<file path="config.mk">
export PLATFORM = sky130hd
export DESIGN_NAME = ahbSwitch
export DESIGN_NICKNAME = d
export VERILOG_FILES = /design/src/rtl/ahbPkg.sv /design/src/rtl/switchPkg.sv /design/src/rtl/masterPort.sv /design/src/rtl/slavePort.sv /design/src/rtl/ahbSwitch.sv
export SDC_FILE = /design/constraint.sdc
export NUM_CORES = 1
export LEC_CHECK = 0
export ABC_CLOCK_PERIOD_IN_PS = 3500
export BUFFER_PORTS_ARGS = -buffer_cell sky130_fd_sc_hd__buf_2
export CAP_MARGIN = 20
export CORE_AREA = 2 2 168 170
export CTS_BUF_LIST = sky130_fd_sc_hd__clkbuf_4
export DETAILED_ROUTE_END_ITERATION = 10
export DIE_AREA = 0 0 170 172
export HOLD_SLACK_MARGIN = 0.12
export PLACE_DENSITY = 0.52
export RECOVER_POWER = 50
export SYNTH_ARGS = -nofsm -noshare
export SYNTH_HDL_FRONTEND = slang
export SYNTH_SLANG_ARGS = --single-unit
</file>
<file path="constraint.sdc">
create_clock -name HCLK -period 3.5 [get_ports HCLK]
set_input_delay 0.175 -clock HCLK [delete_from_list [all_inputs] [get_ports HCLK]]
set_output_delay 0.175 -clock HCLK [all_outputs]
set_load 0.1 [all_outputs]
</file>
<file path="src/rtl/ahbPkg.sv">
// AHB3-Lite protocol types
package ahbPkg;

  ////////////////////////////////////////////////////////////
  // Bus widths
  ////////////////////////////////////////////////////////////

  localparam int AddrWidth = 32;
  localparam int DataWidth = 32;

  typedef logic [AddrWidth-1:0] addrT;
  typedef logic [DataWidth-1:0] dataT;

  ////////////////////////////////////////////////////////////
  // Encodings
  ////////////////////////////////////////////////////////////

  // HTRANS
  typedef enum logic [1:0] {
    IDLE   = 2'b00,
    BUSY   = 2'b01,
    NONSEQ = 2'b10,
    SEQ    = 2'b11
  } transEnum;

  // HSIZE, only the sizes up to one bus word
  typedef enum logic [2:0] {
    BYTE = 3'b000,
    HALF = 3'b001,
    WORD = 3'b010
  } sizeEnum;

  // HRESP, AHB3-Lite has two codes only
  typedef enum logic {
    OKAY  = 1'b0,
    ERROR = 1'b1
  } respEnum;

  ////////////////////////////////////////////////////////////
  // Signal groups
  ////////////////////////////////////////////////////////////

  // One address phase, HSEL through HTRANS
  typedef struct packed {
    logic     sel;
    addrT     addr;
    logic     write;
    sizeEnum  size;
    transEnum trans;
  } addrPhaseStruct;

  // One response, HRDATA, HREADYOUT and HRESP
  typedef struct packed {
    dataT    rdata;
    logic    readyOut;
    respEnum resp;
  } respStruct;

  // Address phase driven on a layer with no transfer
  localparam addrPhaseStruct IdlePhase = '{
    sel:   1'b0,
    addr:  '0,
    write: 1'b0,
    size:  BYTE,
    trans: IDLE
  };

endpackage

</file>
<file path="src/rtl/switchPkg.sv">
// Switch internal types
package switchPkg;

  ////////////////////////////////////////////////////////////
  // Arbitration priority
  ////////////////////////////////////////////////////////////

  // Two bits, so four masters at most
  localparam int PrioWidth = 2;

  typedef logic [PrioWidth-1:0] prioT;

  ////////////////////////////////////////////////////////////
  // Master to slave request
  ////////////////////////////////////////////////////////////

  // Offered by each master port to every slave port
  typedef struct packed {
    logic                   valid;
    prioT                   prio;
    ahbPkg::addrPhaseStruct addrPhase;
  } requestStruct;

  ////////////////////////////////////////////////////////////
  // Master port FSM
  ////////////////////////////////////////////////////////////

  // IDLE also covers a normal data phase through a slave
  // PENDING holds a request that lost arbitration
  // ERR1 and ERR2 form the two-cycle error response
  typedef enum logic [1:0] {
    IDLE    = 2'b00,
    PENDING = 2'b01,
    ERR1    = 2'b10,
    ERR2    = 2'b11
  } mstStateEnum;

endpackage

</file>
<file path="src/rtl/masterPort.sv">
// AHB switch master port
`timescale 1ns/1ps

module masterPort #(
  parameter int           Slaves            = 2,
  parameter ahbPkg::addrT SlaveBase [Slaves] = '{default: '0},
  parameter ahbPkg::addrT SlaveMask [Slaves] = '{default: '0}
)
(
  input  logic                            HCLK,
  input  logic                            rst,
  input  ahbPkg::addrPhaseStruct          mstReq,
  input  switchPkg::prioT                 mstPrio,
  input  logic                            mstReady,
  output ahbPkg::respStruct               mstResp,
  output switchPkg::requestStruct         request,
  output logic [Slaves-1:0]               slaveSel,
  input  logic [Slaves-1:0]               grant,
  input  ahbPkg::respStruct [Slaves-1:0]  slvRespAll
);

  switchPkg::mstStateEnum state;
  switchPkg::mstStateEnum nextState;

  // Decode result of the live address phase
  logic [Slaves-1:0] liveSel;

  // Request held while waiting for a grant
  ahbPkg::addrPhaseStruct heldReq;
  switchPkg::prioT        heldPrio;
  logic [Slaves-1:0]      heldSel;

  // Slave that owns the current data phase
  logic [Slaves-1:0] dataSel;
  logic [Slaves-1:0] nextDataSel;

  logic acceptPhase;
  logic newXfer;
  logic pending;
  logic granted;

  ////////////////////////////////////////////////////////////
  // Address decode
  ////////////////////////////////////////////////////////////

  // Masked compare per slave
  // Lowest matching index wins so the result stays one-hot
  always_comb
  begin
    liveSel = '0;
    for (int s = Slaves - 1; s >= 0; s--)
    begin
      if ((mstReq.addr & SlaveMask[s]) == (SlaveBase[s] & SlaveMask[s]))
      begin
        liveSel    = '0;
        liveSel[s] = 1'b1;
      end
    end
  end

  // New address phases are only taken outside PENDING and ERR1
  assign acceptPhase = (state == switchPkg::IDLE) || (state == switchPkg::ERR2);
  assign pending     = (state == switchPkg::PENDING);

  // Valid address phase as seen by the master, NONSEQ or SEQ with HREADY
  assign newXfer = acceptPhase && mstReq.sel && mstReady &&
                   ((mstReq.trans == ahbPkg::NONSEQ) || (mstReq.trans == ahbPkg::SEQ));

  ////////////////////////////////////////////////////////////
  // Request towards the slave ports
  ////////////////////////////////////////////////////////////

  always_comb
  begin
    if (pending)
    begin
      // Replay the held transfer until granted
      request.valid     = 1'b1;
      request.prio      = heldPrio;
      request.addrPhase = heldReq;
      slaveSel          = heldSel;
    end
    else
    begin
      // A decode miss never reaches a slave
      request.valid     = newXfer && (|liveSel);
      request.prio      = mstPrio;
      request.addrPhase = mstReq;
      slaveSel          = newXfer ? liveSel : '0;
    end
  end

  // Only the selected slave can grant
  assign granted = |(grant & slaveSel);

  ////////////////////////////////////////////////////////////
  // FSM and data-phase owner
  ////////////////////////////////////////////////////////////

  always_comb
  begin
    nextState   = state;
    nextDataSel = dataSel;
    case (state)
      switchPkg::PENDING:
      begin
        // Data phase starts with the grant
        if (granted)
        begin
          nextState   = switchPkg::IDLE;
          nextDataSel = heldSel;
        end
      end
      switchPkg::ERR1:
      begin
        nextState = switchPkg::ERR2;
      end
      default:
      begin
        // IDLE and ERR2, a data phase may end here
        nextState = switchPkg::IDLE;
        if (mstReady)
        begin
          nextDataSel = '0;
          if (newXfer)
          begin
            if (~|liveSel)
              nextState = switchPkg::ERR1;
            else if (granted)
              nextDataSel = liveSel;
            else
              nextState = switchPkg::PENDING;
          end
        end
      end
    endcase
  end

  always_ff @(posedge HCLK)
  begin
    if (rst)
    begin
      state   <= switchPkg::IDLE;
      dataSel <= '0;
    end
    else
    begin
      state   <= nextState;
      dataSel <= nextDataSel;
    end
  end

  // Capture every accepted phase, used only after a lost arbitration
  always_ff @(posedge HCLK)
  begin
    if (newXfer)
    begin
      heldReq  <= mstReq;
      heldPrio <= mstPrio;
      heldSel  <= liveSel;
    end
  end

  ////////////////////////////////////////////////////////////
  // Response to the master
  ////////////////////////////////////////////////////////////

  always_comb
  begin
    mstResp.rdata    = '0;
    mstResp.readyOut = 1'b1;
    mstResp.resp     = ahbPkg::OKAY;
    case (state)
      switchPkg::PENDING:
      begin
        // Stretch the data phase while waiting
        mstResp.readyOut = 1'b0;
      end
      switchPkg::ERR1:
      begin
        mstResp.readyOut = 1'b0;
        mstResp.resp     = ahbPkg::ERROR;
      end
      switchPkg::ERR2:
      begin
        mstResp.resp = ahbPkg::ERROR;
      end
      default:
      begin
        // Route the owning slave back, okay when none
        for (int s = 0; s < Slaves; s++)
        begin
          if (dataSel[s])
            mstResp = slvRespAll[s];
        end
      end
    endcase
  end

endmodule

</file>
<file path="src/rtl/slavePort.sv">
// AHB switch slave port
`timescale 1ns/1ps

module slavePort #(
  parameter int Masters = 2
)
(
  input  logic                                   HCLK,
  input  logic                                   rst,
  input  switchPkg::requestStruct [Masters-1:0]  requests,
  input  logic [Masters-1:0]                     slaveSel,
  input  ahbPkg::dataT [Masters-1:0]             wdataAll,
  output logic [Masters-1:0]                     grant,
  output ahbPkg::addrPhaseStruct                 slvReq,
  output ahbPkg::dataT                           slvWdata,
  output logic                                   slvReady,
  input  ahbPkg::respStruct                      slvResp
);

  // Masters that want this slave now
  logic [Masters-1:0] candidate;

  // Arbitration result before the ready check
  logic [Masters-1:0] winner;
  switchPkg::prioT    bestPrio;
  logic               found;

  // Data-phase owner, one-hot, zero when the layer is free
  logic [Masters-1:0] ownerSel;
  logic               ownerValid;

  ////////////////////////////////////////////////////////////
  // Layer HREADY
  ////////////////////////////////////////////////////////////

  assign ownerValid = |ownerSel;

  // No open data phase means the layer is ready
  // Otherwise follow the slave's own HREADYOUT
  assign slvReady = ownerValid ? slvResp.readyOut : 1'b1;

  ////////////////////////////////////////////////////////////
  // Priority arbiter
  ////////////////////////////////////////////////////////////

  always_comb
  begin
    for (int m = 0; m < Masters; m++)
    begin
      candidate[m] = requests[m].valid && slaveSel[m];
    end
  end

  // Highest prio wins
  // Strict compare keeps the lowest index on a tie
  always_comb
  begin
    winner   = '0;
    bestPrio = '0;
    found    = 1'b0;
    for (int m = 0; m < Masters; m++)
    begin
      if (candidate[m] && (!found || (requests[m].prio > bestPrio)))
      begin
        winner    = '0;
        winner[m] = 1'b1;
        bestPrio  = requests[m].prio;
        found     = 1'b1;
      end
    end
  end

  // Nobody is granted while the slave stretches a data phase
  assign grant = slvReady ? winner : '0;

  ////////////////////////////////////////////////////////////
  // Address phase mux
  ////////////////////////////////////////////////////////////

  always_comb
  begin
    slvReq = ahbPkg::IdlePhase;
    for (int m = 0; m < Masters; m++)
    begin
      if (grant[m])
        slvReq = requests[m].addrPhase;
    end
  end

  ////////////////////////////////////////////////////////////
  // Data phase
  ////////////////////////////////////////////////////////////

  // Granted master owns the following data phase
  // Held while the slave inserts wait states
  always_ff @(posedge HCLK)
  begin
    if (rst)
      ownerSel <= '0;
    else if (slvReady)
      ownerSel <= grant;
  end

  // Write data follows the owner, not the current address phase
  always_comb
  begin
    slvWdata = '0;
    for (int m = 0; m < Masters; m++)
    begin
      if (ownerSel[m])
        slvWdata = wdataAll[m];
    end
  end

endmodule

</file>
<file path="src/rtl/ahbSwitch.sv">
// AHB3-Lite multi-layer switch
`timescale 1ns/1ps

module ahbSwitch #(
  parameter int           Masters            = 2,
  parameter int           Slaves             = 2,
  parameter ahbPkg::addrT SlaveBase [Slaves] = '{32'h0000_0000, 32'h1000_0000},
  parameter ahbPkg::addrT SlaveMask [Slaves] = '{32'hF000_0000, 32'hF000_0000}
)
(
  input  logic                                   HCLK,
  input  logic                                   rst,

  // Master side, AHB masters connect here
  input  ahbPkg::addrPhaseStruct [Masters-1:0]   mstReq,
  input  switchPkg::prioT [Masters-1:0]          mstPrio,
  input  ahbPkg::dataT [Masters-1:0]             mstWdata,
  input  logic [Masters-1:0]                     mstReady,
  output ahbPkg::respStruct [Masters-1:0]        mstResp,

  // Slave side, one layer per slave
  output ahbPkg::addrPhaseStruct [Slaves-1:0]    slvReq,
  output ahbPkg::dataT [Slaves-1:0]              slvWdata,
  output logic [Slaves-1:0]                      slvReady,
  input  ahbPkg::respStruct [Slaves-1:0]         slvResp
);

  // Requests, shared by all slave ports
  switchPkg::requestStruct [Masters-1:0] request;

  // Select and grant, in master order and in slave order
  logic [Masters-1:0][Slaves-1:0] mstSlaveSel;
  logic [Slaves-1:0][Masters-1:0] slvSlaveSel;
  logic [Slaves-1:0][Masters-1:0] slvGrant;
  logic [Masters-1:0][Slaves-1:0] mstGrant;

  ////////////////////////////////////////////////////////////
  // Master ports
  ////////////////////////////////////////////////////////////

  for (genvar m = 0; m < Masters; m++)
  begin : genMaster
    masterPort #(
      .Slaves    (Slaves),
      .SlaveBase (SlaveBase),
      .SlaveMask (SlaveMask)
    ) uMasterPort (
      .HCLK       (HCLK),
      .rst        (rst),
      .mstReq     (mstReq[m]),
      .mstPrio    (mstPrio[m]),
      .mstReady   (mstReady[m]),
      .mstResp    (mstResp[m]),
      .request    (request[m]),
      .slaveSel   (mstSlaveSel[m]),
      .grant      (mstGrant[m]),
      .slvRespAll (slvResp)
    );
  end

  ////////////////////////////////////////////////////////////
  // Crossbar transpose
  ////////////////////////////////////////////////////////////

  for (genvar s = 0; s < Slaves; s++)
  begin : genCross
    for (genvar m = 0; m < Masters; m++)
    begin : genCrossMaster
      assign slvSlaveSel[s][m] = mstSlaveSel[m][s];
      assign mstGrant[m][s]    = slvGrant[s][m];
    end
  end

  ////////////////////////////////////////////////////////////
  // Slave ports
  ////////////////////////////////////////////////////////////

  for (genvar s = 0; s < Slaves; s++)
  begin : genSlave
    slavePort #(
      .Masters (Masters)
    ) uSlavePort (
      .HCLK     (HCLK),
      .rst      (rst),
      .requests (request),
      .slaveSel (slvSlaveSel[s]),
      .wdataAll (mstWdata),
      .grant    (slvGrant[s]),
      .slvReq   (slvReq[s]),
      .slvWdata (slvWdata[s]),
      .slvReady (slvReady[s]),
      .slvResp  (slvResp[s])
    );
  end

endmodule

</file>
* Word level (Yosys, flattened, before mapping)
Cells that the tools add are included.
W data, S select, Z words.
** Operators by class
- Muxes and demuxes :: 64
- Reduce and logical (&&, ||, !) cells :: 42
- Equality and inequality tests :: 14
- $lt $le $gt $ge :: 2
- Bitwise operators :: 4
** Operators by type and width (count)
- $mux W32 :: 6
- $mux W39 :: 4
- $mux W34 :: 4
- $mux W42 :: 2
- $logic_not A32 Y1 :: 2
- $mux W2 :: 32
- $reduce_or A2 Y1 :: 10
- $eq A2 B2 Y1 const B :: 8
- $pmux W2 S2 :: 4
- $logic_and A1 B1 Y1 :: 14
- $eq A4 B1 Y1 const B :: 2
- $mux W1 :: 8
- $pmux W1 S2 :: 4
- $logic_or A1 B1 Y1 :: 6
- $reduce_and A3 Y1 :: 2
- $reduce_or A3 Y1 :: 2
- $and A2 B2 Y2 :: 2
- $eq A2 B1 Y1 const B :: 2
- $gt A2 B2 Y1 :: 2
- $logic_not A2 Y1 :: 2
- $ne A2 B2 Y1 const B :: 2
- $reduce_bool A2 Y1 :: 2
- $logic_not A1 Y1 :: 2
- $not A1 Y1 :: 2
** Storage, ports and cells
- Flip-flop bits (word level) :: 98
- Output and inout bits :: 212
- Input bits :: 218
- Word-level logic and storage cells :: 146

* Logic depth before layout (Yosys ltp)
Gate-level depths: netlist of the first run.
- Word-level depth :: 21
- Depth in mapped cells :: 13
- Gate-level depth less buffers :: 12

* Cells and area by module
A second synthesis of the first run with hierarchy kept.
** Unflattened totals
- Cells, all modules :: 834
- Area total of the unflattened synthesis :: 8030.2 µm²
** Modules (own cells, without submodules)
- masterPort :: times used 2, seq. area each 1371.3 µm², area each 2721.4 µm², cells each 225
- slavePort :: times used 2, seq. area each 40.0 µm², area each 1293.7 µm², cells each 192

* Least setup slack after synthesis of the first run
Ideal clock, no wire load.
- Path type :: register to output
- From :: register genMaster[0].uMasterPort.state[0]
- To :: output slvReq[38] (netlist name)
- Buffers on the path :: 1
- Path slack :: -914 ps
- Cell stages (with the launch flop) :: 13
- Data arrival time :: 4239 ps
- Data required time :: 3325 ps
- Cells stage by stage :: dfxtp_1 -> inv_1 -> ha_1 -> nand4b_1 -> nor3_1 -> nand2_1 -> o21a_1 -> ha_1 -> nor2b_1 -> o21ai_0 -> o211ai_4 -> clkbuf_1 -> o22ai_1
** RTL lines
- start: declaration :: RTL line masterPort.sv:22 : switchPkg::mstStateEnum state;
- start signal: assignment :: RTL line masterPort.sv:143 : state <= switchPkg::IDLE;
- start signal: assignment :: RTL line masterPort.sv:148 : state <= nextState;
- end: declaration :: RTL line ahbSwitch.sv:22 : output ahbPkg::addrPhaseStruct [Slaves-1:0] slvReq,

==> results of run 1 <==
[cell usage after synthesis]
cell type | number | area, µm²
edfxtp_1 | 86 | 2582
o22ai_1 | 80 | 500.5
mux2i_1 | 78 | 780.8
nor2b_1 | 71 | 444.2
a22oi_1 | 67 | 503.0
a22o_1 | 64 | 560.5
clkbuf_1 | 56 | 210.2
ha_1 | 14 | 175.2
inv_1 | 14 | 52.55
buf_2 | 12 | 60.06
dfxtp_1 | 12 | 240.2
nor2_1 | 11 | 41.29
nand2_1 | 10 | 37.54
a21oi_1 | 9 | 45.04
o21ai_0 | 9 | 45.04
nand2b_1 | 7 | 43.79
nand3_1 | 7 | 35.03
buf_4 | 4 | 30.03
a211o_1 | 3 | 26.28
a21o_1 | 3 | 22.52
a32oi_1 | 3 | 26.28
nor3_1 | 3 | 15.01
a31oi_1 | 2 | 12.51
a41o_1 | 2 | 20.02
o211ai_4 | 2 | 42.54
o21a_1 | 2 | 15.01
o21bai_1 | 2 | 15.01
o221ai_1 | 2 | 17.52
o41ai_4 | 2 | 55.05
or3_1 | 2 | 12.51
a311oi_2 | 1 | 15.01
a31o_2 | 1 | 8.760
and2_1 | 1 | 6.260
and4_4 | 1 | 11.26
and4b_1 | 1 | 10.01
buf_1 | 1 | 3.750
mux2_2 | 1 | 11.26
nand4_1 | 1 | 6.260
nand4b_1 | 1 | 8.760
nor3_2 | 1 | 10.01
o211ai_1 | 1 | 7.510
o31ai_1 | 1 | 7.510
[cell type report]
type                            count  area, µm²  share of cell area [%]
Multi-Input combinational cell    466       4815                   36.69
Timing Repair Buffer              568       4842                   36.90
Inverter                           14      57.56                  0.4386
Antenna cell                        2      5.005                 0.03814
Tap cell                          346      432.9                   3.299
Clock inverter                      5      61.31                  0.4672
Sequential cell                    98       2825                   21.53
Clock buffer                       11      82.58                  0.6294
[what timing repair did]
| item | in CTS | in global routing |
|---|---|---|
| pin swaps | 18 | 11 |
| gates cloned | 5 | 3 |
| buffers inserted | 12 | 6 |
| hold buffers | 85 | 0 |
| endpoints found under the setup margin | 78 | 78 |
| endpoints found under the hold margin | 93 | 0 |
| gates resized for setup | 39 | 6 |
[sequential cells by signal (all words and copies together), names as in the netlist]
name                            flops
genMaster.uMasterPort.heldPrio      4
genMaster.uMasterPort.heldReq      78
genMaster.uMasterPort.state         4
genMaster.uMasterPort.heldSel       4
genMaster.uMasterPort.dataSel       4
genSlave.uSlavePort.ownerSel        4
[power breakdown]
group          switching [mW]  internal, mW  leakage (nW)  total, mW
clock                   0.420         0.240        0.0818      0.660
combinational           0.585         0.351          4.00      0.936
sequential             0.0102          1.31         0.885       1.32
total                    1.02          1.90          4.97       2.91
[metrics by stage]
stage               hold WS, ns  worst slack (ns)  power (mW)
floorplan                0.2739          -0.04474       1.844
global placement         0.3665            0.1487       2.167
detailed placement       0.3674            0.1409       2.172
CTS                      0.1442           -0.1396       2.930
global route             0.1966           -0.2922       3.027
finish                   0.1981           -0.1405       2.915
[routing by layer]
metal	global-route usage, %	up-vias	part of all wire (%)
met4	4.645	0	1.4
met3	5.859	30	8.6
li1	-	3607	-
met1	26.46	3802	41
met2	34.91	370	49
met5	0	-	0
[worst max-delay path: stages, from the launching register on]
cell and delay [ns]:
dfxtp_2 0.38, inv_4 0.05, ha_4 0.23, nand4b_1 0.21
buf_4 0.18, nor2_4 0.10, nand3_2 0.08, o21a_1 0.21
ha_4 0.28, nor2b_4 0.17, o21ai_4 0.08, a211o_4 0.44
buf_12 0.20, o22ai_4 0.17, buf_12 0.20
[kinds of logic (layout without fill, tap and decap cells)]
kind of cell	Yosys count	after routing	synth area share (%)
AO/OA/AOI/OAI	256	256	28.72
AND/OR/NAND/NOR	117	117	10.07
flip-flops	98	98	41.67
buffers and inverters	87	598	5.264
multiplexers	79	79	11.69
adder cells (fa/ha/maj)	14	14	2.586
other	0	2	0
[how the worst max path moves through the flow]
stage / from / endpoint / slack (ns) / cells after the start
final: genMaster[0].uMasterPort.state[0] / slvReq[77] / -0.14 / 14
after global routing: genMaster[0].uMasterPort.state[0] / slvReq[77] / -0.29 / 14
after CTS: genMaster[0].uMasterPort.state[1] / slvReq[19] / -0.14 / 13
after global placement: genMaster[0].uMasterPort.state[1] / slvReq[0] / 0.15 / 13
after detailed placement: genMaster[0].uMasterPort.state[1] / slvReq[0] / 0.14 / 13
after floorplan: genMaster[0].uMasterPort.state[0] / slvReq[38] / -0.04 / 13
==> summary.txt, run 1 <==
Status
  – Status: finished, violations left
  – Failing checks: negative setup slack

Setup path
  – Reg-to-Reg Start: genMaster[0].uMasterPort.state[0]
  – Reg2reg setup slack: 0.21 ns
  – CP arrival: 3.47 ns
  – Startpoint Class: register
  – Worst Setup Path Type: reg -> out
  – R2r endpoint: genMaster[1].uMasterPort.dataSel[1]
  – CP max FO: 7
  – Critical Path Sink Type: output port
  – R2R depth: 15
  – Worst EP required: 3.32 ns

Routing
  – Vias: 7809
  – Vias per cell: 5.172
  – DRT Pass-1 Iters: 7
  – Final WL: 32370 µm
  – Post-DRT Antenna Nets: 0
  – # DRC: 0
  – DRT iter0 DRCs: 479
  – Avg WL per Cell: 21.44 µm

STA
  – Fin Clk Skew: 0.02746 ns
  – FMAX: 274.7 MHz
  – Slack of the critical path: -0.1405 ns
  – Hold Fails Final Rpt: 0
  – Setup violators final: 78
  – Clock period minus worst slack: 3.641 ns
  – Final Cycle Share: 104.0%
  – Max-slew violations: 0
  – RSZ-0062 raised after global routing: yes
  – Worst-Margin Slew: 0.8306 ns
  – Slew margin rel.: 44.55%
  – Total Neg Setup Slack: -5.558 ns

GRT
  – Initial antenna violation count: 3
  – Pin count of the biggest net entering global routing: 44
  – First-pass GRT wire length: 46370 µm
  – Number of global-route vias before repair: 7625
  – Total grt overflow: 0
  – Tot GR Track Use: 20.73%

Synthesis
  – Post-Synthesis Cells: 651
  – Count of cell types in the netlist: 42
  – Seq/Total Area, Yosys: 41.67%
  – Post-Syn Nets: 883
  – Cell Area, Synth: 6774 µm²
  – Flops & latches, synth: 98
  – Warnings from Yosys: 0
  – Avg Cell Area, Syn: 10.41 µm²

Finish
  – Most frequent cells in the layout: 330 x buf_2, 87 x buf_12, 86 x edfxtp_1, 85 x dlygate4sd3_1
  – Layout area overhead: 93.70%
  – Commonest non-fill, non-tap cell in the layout: buf_2
  – # nets final: 1389
  – Post-route insts no fill: 1510
  – Design area: 13120 µm²
  – Layout cells sized above 1: 51.03%
  – Fill cell count: 2531
  – Core Util, Final: 47.75%

Placed design
  – Cell Area, Placed: 11660 µm²
  – IO buf count: 429
  – Dpl hpwl: 23520 µm
  – Placed insts: 1384
  – GPL Wtd Cong: 0.8092

Pwr
  – Peak supply drop: 150.8 µV
  – Pleak: 4.969 nW
  – Pwr Density: 222.2 nW/µm²

Floorplan
  – Die W: 170 µm
  – Core area: 27480 µm²
  – # rows: 61
  – Die Span Y: 172 µm
  – Die area: 29240 µm²
  – Initial Util: 24.65%
  – Top Ports: 430

CTS
  – Root Driver: clkbuf_4
  – CTS buffer count: 9
  – Clk_lat worst skew: 0.48 ns
  – Max Buffers Root-to-Sink: 2
  – CTS tree: yes
  – Reg clk slew, reported paths: 0.17 ns
  – H-tree depth: 3
  – Sink Count: 98

Hold path
  – Critical hold path startpoint: mstReady[1]
  – Hold path endpoint: genMaster[1].uMasterPort.dataSel[0]
  – Min-Delay Path Class: in -> reg
  – Hold Path Depth: 4

Run
  – Max-cap violations: 0
Power figures use the tool's default switching activity.
==> run 2, diff against run 1 <==
--- a/config.mk
+++ b/config.mk
@@ -6,14 +6,14 @@
 export NUM_CORES = 1
 export LEC_CHECK = 0
 export ABC_CLOCK_PERIOD_IN_PS = 3500
-export BUFFER_PORTS_ARGS = -buffer_cell sky130_fd_sc_hd__buf_2
+export BUFFER_PORTS_ARGS = -buffer_cell sky130_fd_sc_hd__buf_4
 export CAP_MARGIN = 20
 export CORE_AREA = 2 2 168 170
 export CTS_BUF_LIST = sky130_fd_sc_hd__clkbuf_4
 export DETAILED_ROUTE_END_ITERATION = 10
 export DIE_AREA = 0 0 170 172
 export HOLD_SLACK_MARGIN = 0.12
-export PLACE_DENSITY = 0.52
+export PLACE_DENSITY_LB_ADDON = 0.1
 export RECOVER_POWER = 50
 export SYNTH_ARGS = -nofsm -noshare
 export SYNTH_HDL_FRONTEND = slang
==> summary.txt, run 2 (synthesized netlist as in run 1, its figures left out) <==
STA
  – Slack of the critical path: -0.09267 ns
  – Clock period minus worst slack: 3.593 ns
  – Hold Fails Final Rpt: 0
  – Setup violators final: 73
  – Total Neg Setup Slack: -2.364 ns
  – Worst-Margin Slew: 1.358 ns
  – Max-slew violations: 0
  – RSZ-0062 raised after global routing: yes
  – Slew margin rel.: 9.440%
  – Final Cycle Share: 102.6%
  – FMAX: 278.3 MHz
  – Fin Clk Skew: 0.007499 ns

Placed design
  – IO buf count: 429
  – Cell Area, Placed: 11650 µm²
  – Dpl hpwl: 22800 µm
  – GPL Wtd Cong: 0.8389

Hold path
  – Hold Path Depth: 4
  – Min-Delay Path Class: in -> reg

CTS
  – H-tree depth: 3
  – CTS tree: yes
  – Reg clk slew, reported paths: 0.15 ns
  – Max Buffers Root-to-Sink: 2
  – Root Driver: clkbuf_4
  – Sink Count: 98
  – CTS buffer count: 9
  – Clk_lat worst skew: 0.47 ns

Finish
  – Layout area overhead: 105.9%
  – Layout cells sized above 1: 50.55%
  – Area taken by multi-input logic gates: 4781 µm²
  – Fill cell count: 2502
  – Largest register FFs: 78
  – # nets final: 1404
  – Most frequent cells in the layout: 286 x buf_4, 88 x buf_12, 86 x edfxtp_1, 86 x dlygate4sd3_1, 78 x o22ai_4
  – Commonest non-fill, non-tap cell in the layout: buf_4
  – Reg area: 2825 µm²
  – Biggest register: genMaster.uMasterPort.heldReq
  – Design area: 13940 µm²

Routing
  – # DRC: 0
  – Vias per cell: 5.099
  – DRT iter0 DRCs: 414
  – Post-DRT Antenna Nets: 0
  – Vias: 7786
  – Final WL: 33420 µm
  – DRT Pass-1 Iters: 5
  – Avg WL per Cell: 21.89 µm

Status
  – Failing checks: negative setup slack
  – Status: finished, violations left

GRT
  – Initial antenna violation count: 4
  – First-pass GRT wire length: 47040 µm
  – Total grt overflow: 0
  – Tot GR Track Use: 20.63%
  – Pin count of the biggest net entering global routing: 36
  – Number of global-route vias before repair: 7926

Setup path
  – Reg2reg setup slack: 0.16 ns
  – R2R depth: 16
  – CP arrival: 3.42 ns
  – Critical Path Sink Type: output port
  – Startpoint Class: register
  – Worst Setup Path Type: reg -> out
  – Worst EP required: 3.32 ns
  – CP max FO: 5

Floorplan
  – Die area: 29240 µm²
  – Initial Util: 24.65%
  – Die W: 170 µm
  – Core area: 27480 µm²
  – # rows: 61
  – Top Ports: 430
  – Die Span Y: 172 µm

Pwr
  – Pwr Density: 216.6 nW/µm²
  – Pleak: 5.141 nW
  – Peak supply drop: 143.1 µV
  – Final Power: 3.021 mW

Run
  – Max-cap violations: 0
==> run 2: cell types whose count changed in the layout (fill, tap and decap cells not counted), moves of 5 or more <==
cell	delta
buf_2	-330
buf_4	+255
clkbuf_4	+54
clkbuf_2	+29
clkbuf_1	+5
==> run 2: routing by layer <==
| layer | vias to the layer above | track usage, % | share of wire (%) |
|---|---|---|---|
| met4 | 0 | 5.500 | 1.6 |
| met1 | 3796 | 25.12 | 40 |
| met3 | 35 | 4.257 | 6.6 |
| li1 | 3641 | - | - |
| met2 | 314 | 37.05 | 52 |
| met5 | - | 0 | 0 |
==> run 2: layout make-up <==
| class | instances | area share [%] |
|---|---|---|
| Antenna cell | 4 | 0.07178 |
| Multi-Input combinational cell | 466 | 34.28 |
| Tap cell | 346 | 3.105 |
| Timing Repair Buffer | 583 | 40.75 |
| Inverter | 14 | 0.3769 |
| Sequential cell | 98 | 20.26 |
| Clock inverter | 7 | 0.6640 |
| Clock buffer | 9 | 0.4845 |
==> run 2: worst paths after layout <==
check / to / from
worst min register to register: genMaster[1].uMasterPort.dataSel[0] / genMaster[1].uMasterPort.dataSel[0]
worst max-delay path: slvReq[53] / genMaster[0].uMasterPort.state[1]
worst min-delay path: genMaster[0].uMasterPort.dataSel[0] / mstReady[0]
worst max register to register: genMaster[1].uMasterPort.dataSel[0] / genMaster[0].uMasterPort.state[1]
==> run 2: worst max-delay path, cell delays in order, from the launching register on <==
cell       delay [ns]
dfxtp_2          0.37
inv_2            0.05
ha_4             0.23
nand4b_1         0.26
nor2_2           0.20
nand3_1          0.09
o21a_1           0.17
ha_1             0.30
nor2b_4          0.17
o21ai_4          0.08
a211o_4          0.42
clkbuf_16        0.21
o22ai_4          0.18
buf_12           0.21
==> run 2: through the flow <==
| stage | utilization [%] | instances | worst slack, ns | hold slack [ns] |
|---|---|---|---|---|
| 2_1_floorplan | - | 651 | -0.04474 | 0.2739 |
| 3_3_place_gp | 42.41 | 1390 | 0.2324 | 0.3623 |
| 3_5_place_dp | 42.41 | 1390 | 0.1866 | 0.3634 |
| 4_1_cts | 49.28 | 1507 | -0.02016 | 0.1575 |
| 5_1_grt | 50.75 | 1527 | -0.2542 | 0.2089 |
| 6_report | 50.75 | 1527 | -0.09267 | 0.2062 |
==> run 2: repair_timing <==
item	4_1_cts	5_1_grt
gates cloned	2	6
hold endpoints to repair	98	0
pin swaps	9	2
buffers inserted	13	11
hold buffers	86	0
setup endpoints to repair	78	81
resized for setup	171	87
==> run 2: report_power, final <==
part / internal (mW) / total [mW] / switching (mW)
sequential: 1.31 / 1.32 / 0.0106
clock: 0.289 / 0.697 / 0.408
combinational: 0.419 / 1.01 / 0.586
total: 2.02 / 3.02 / 1.00
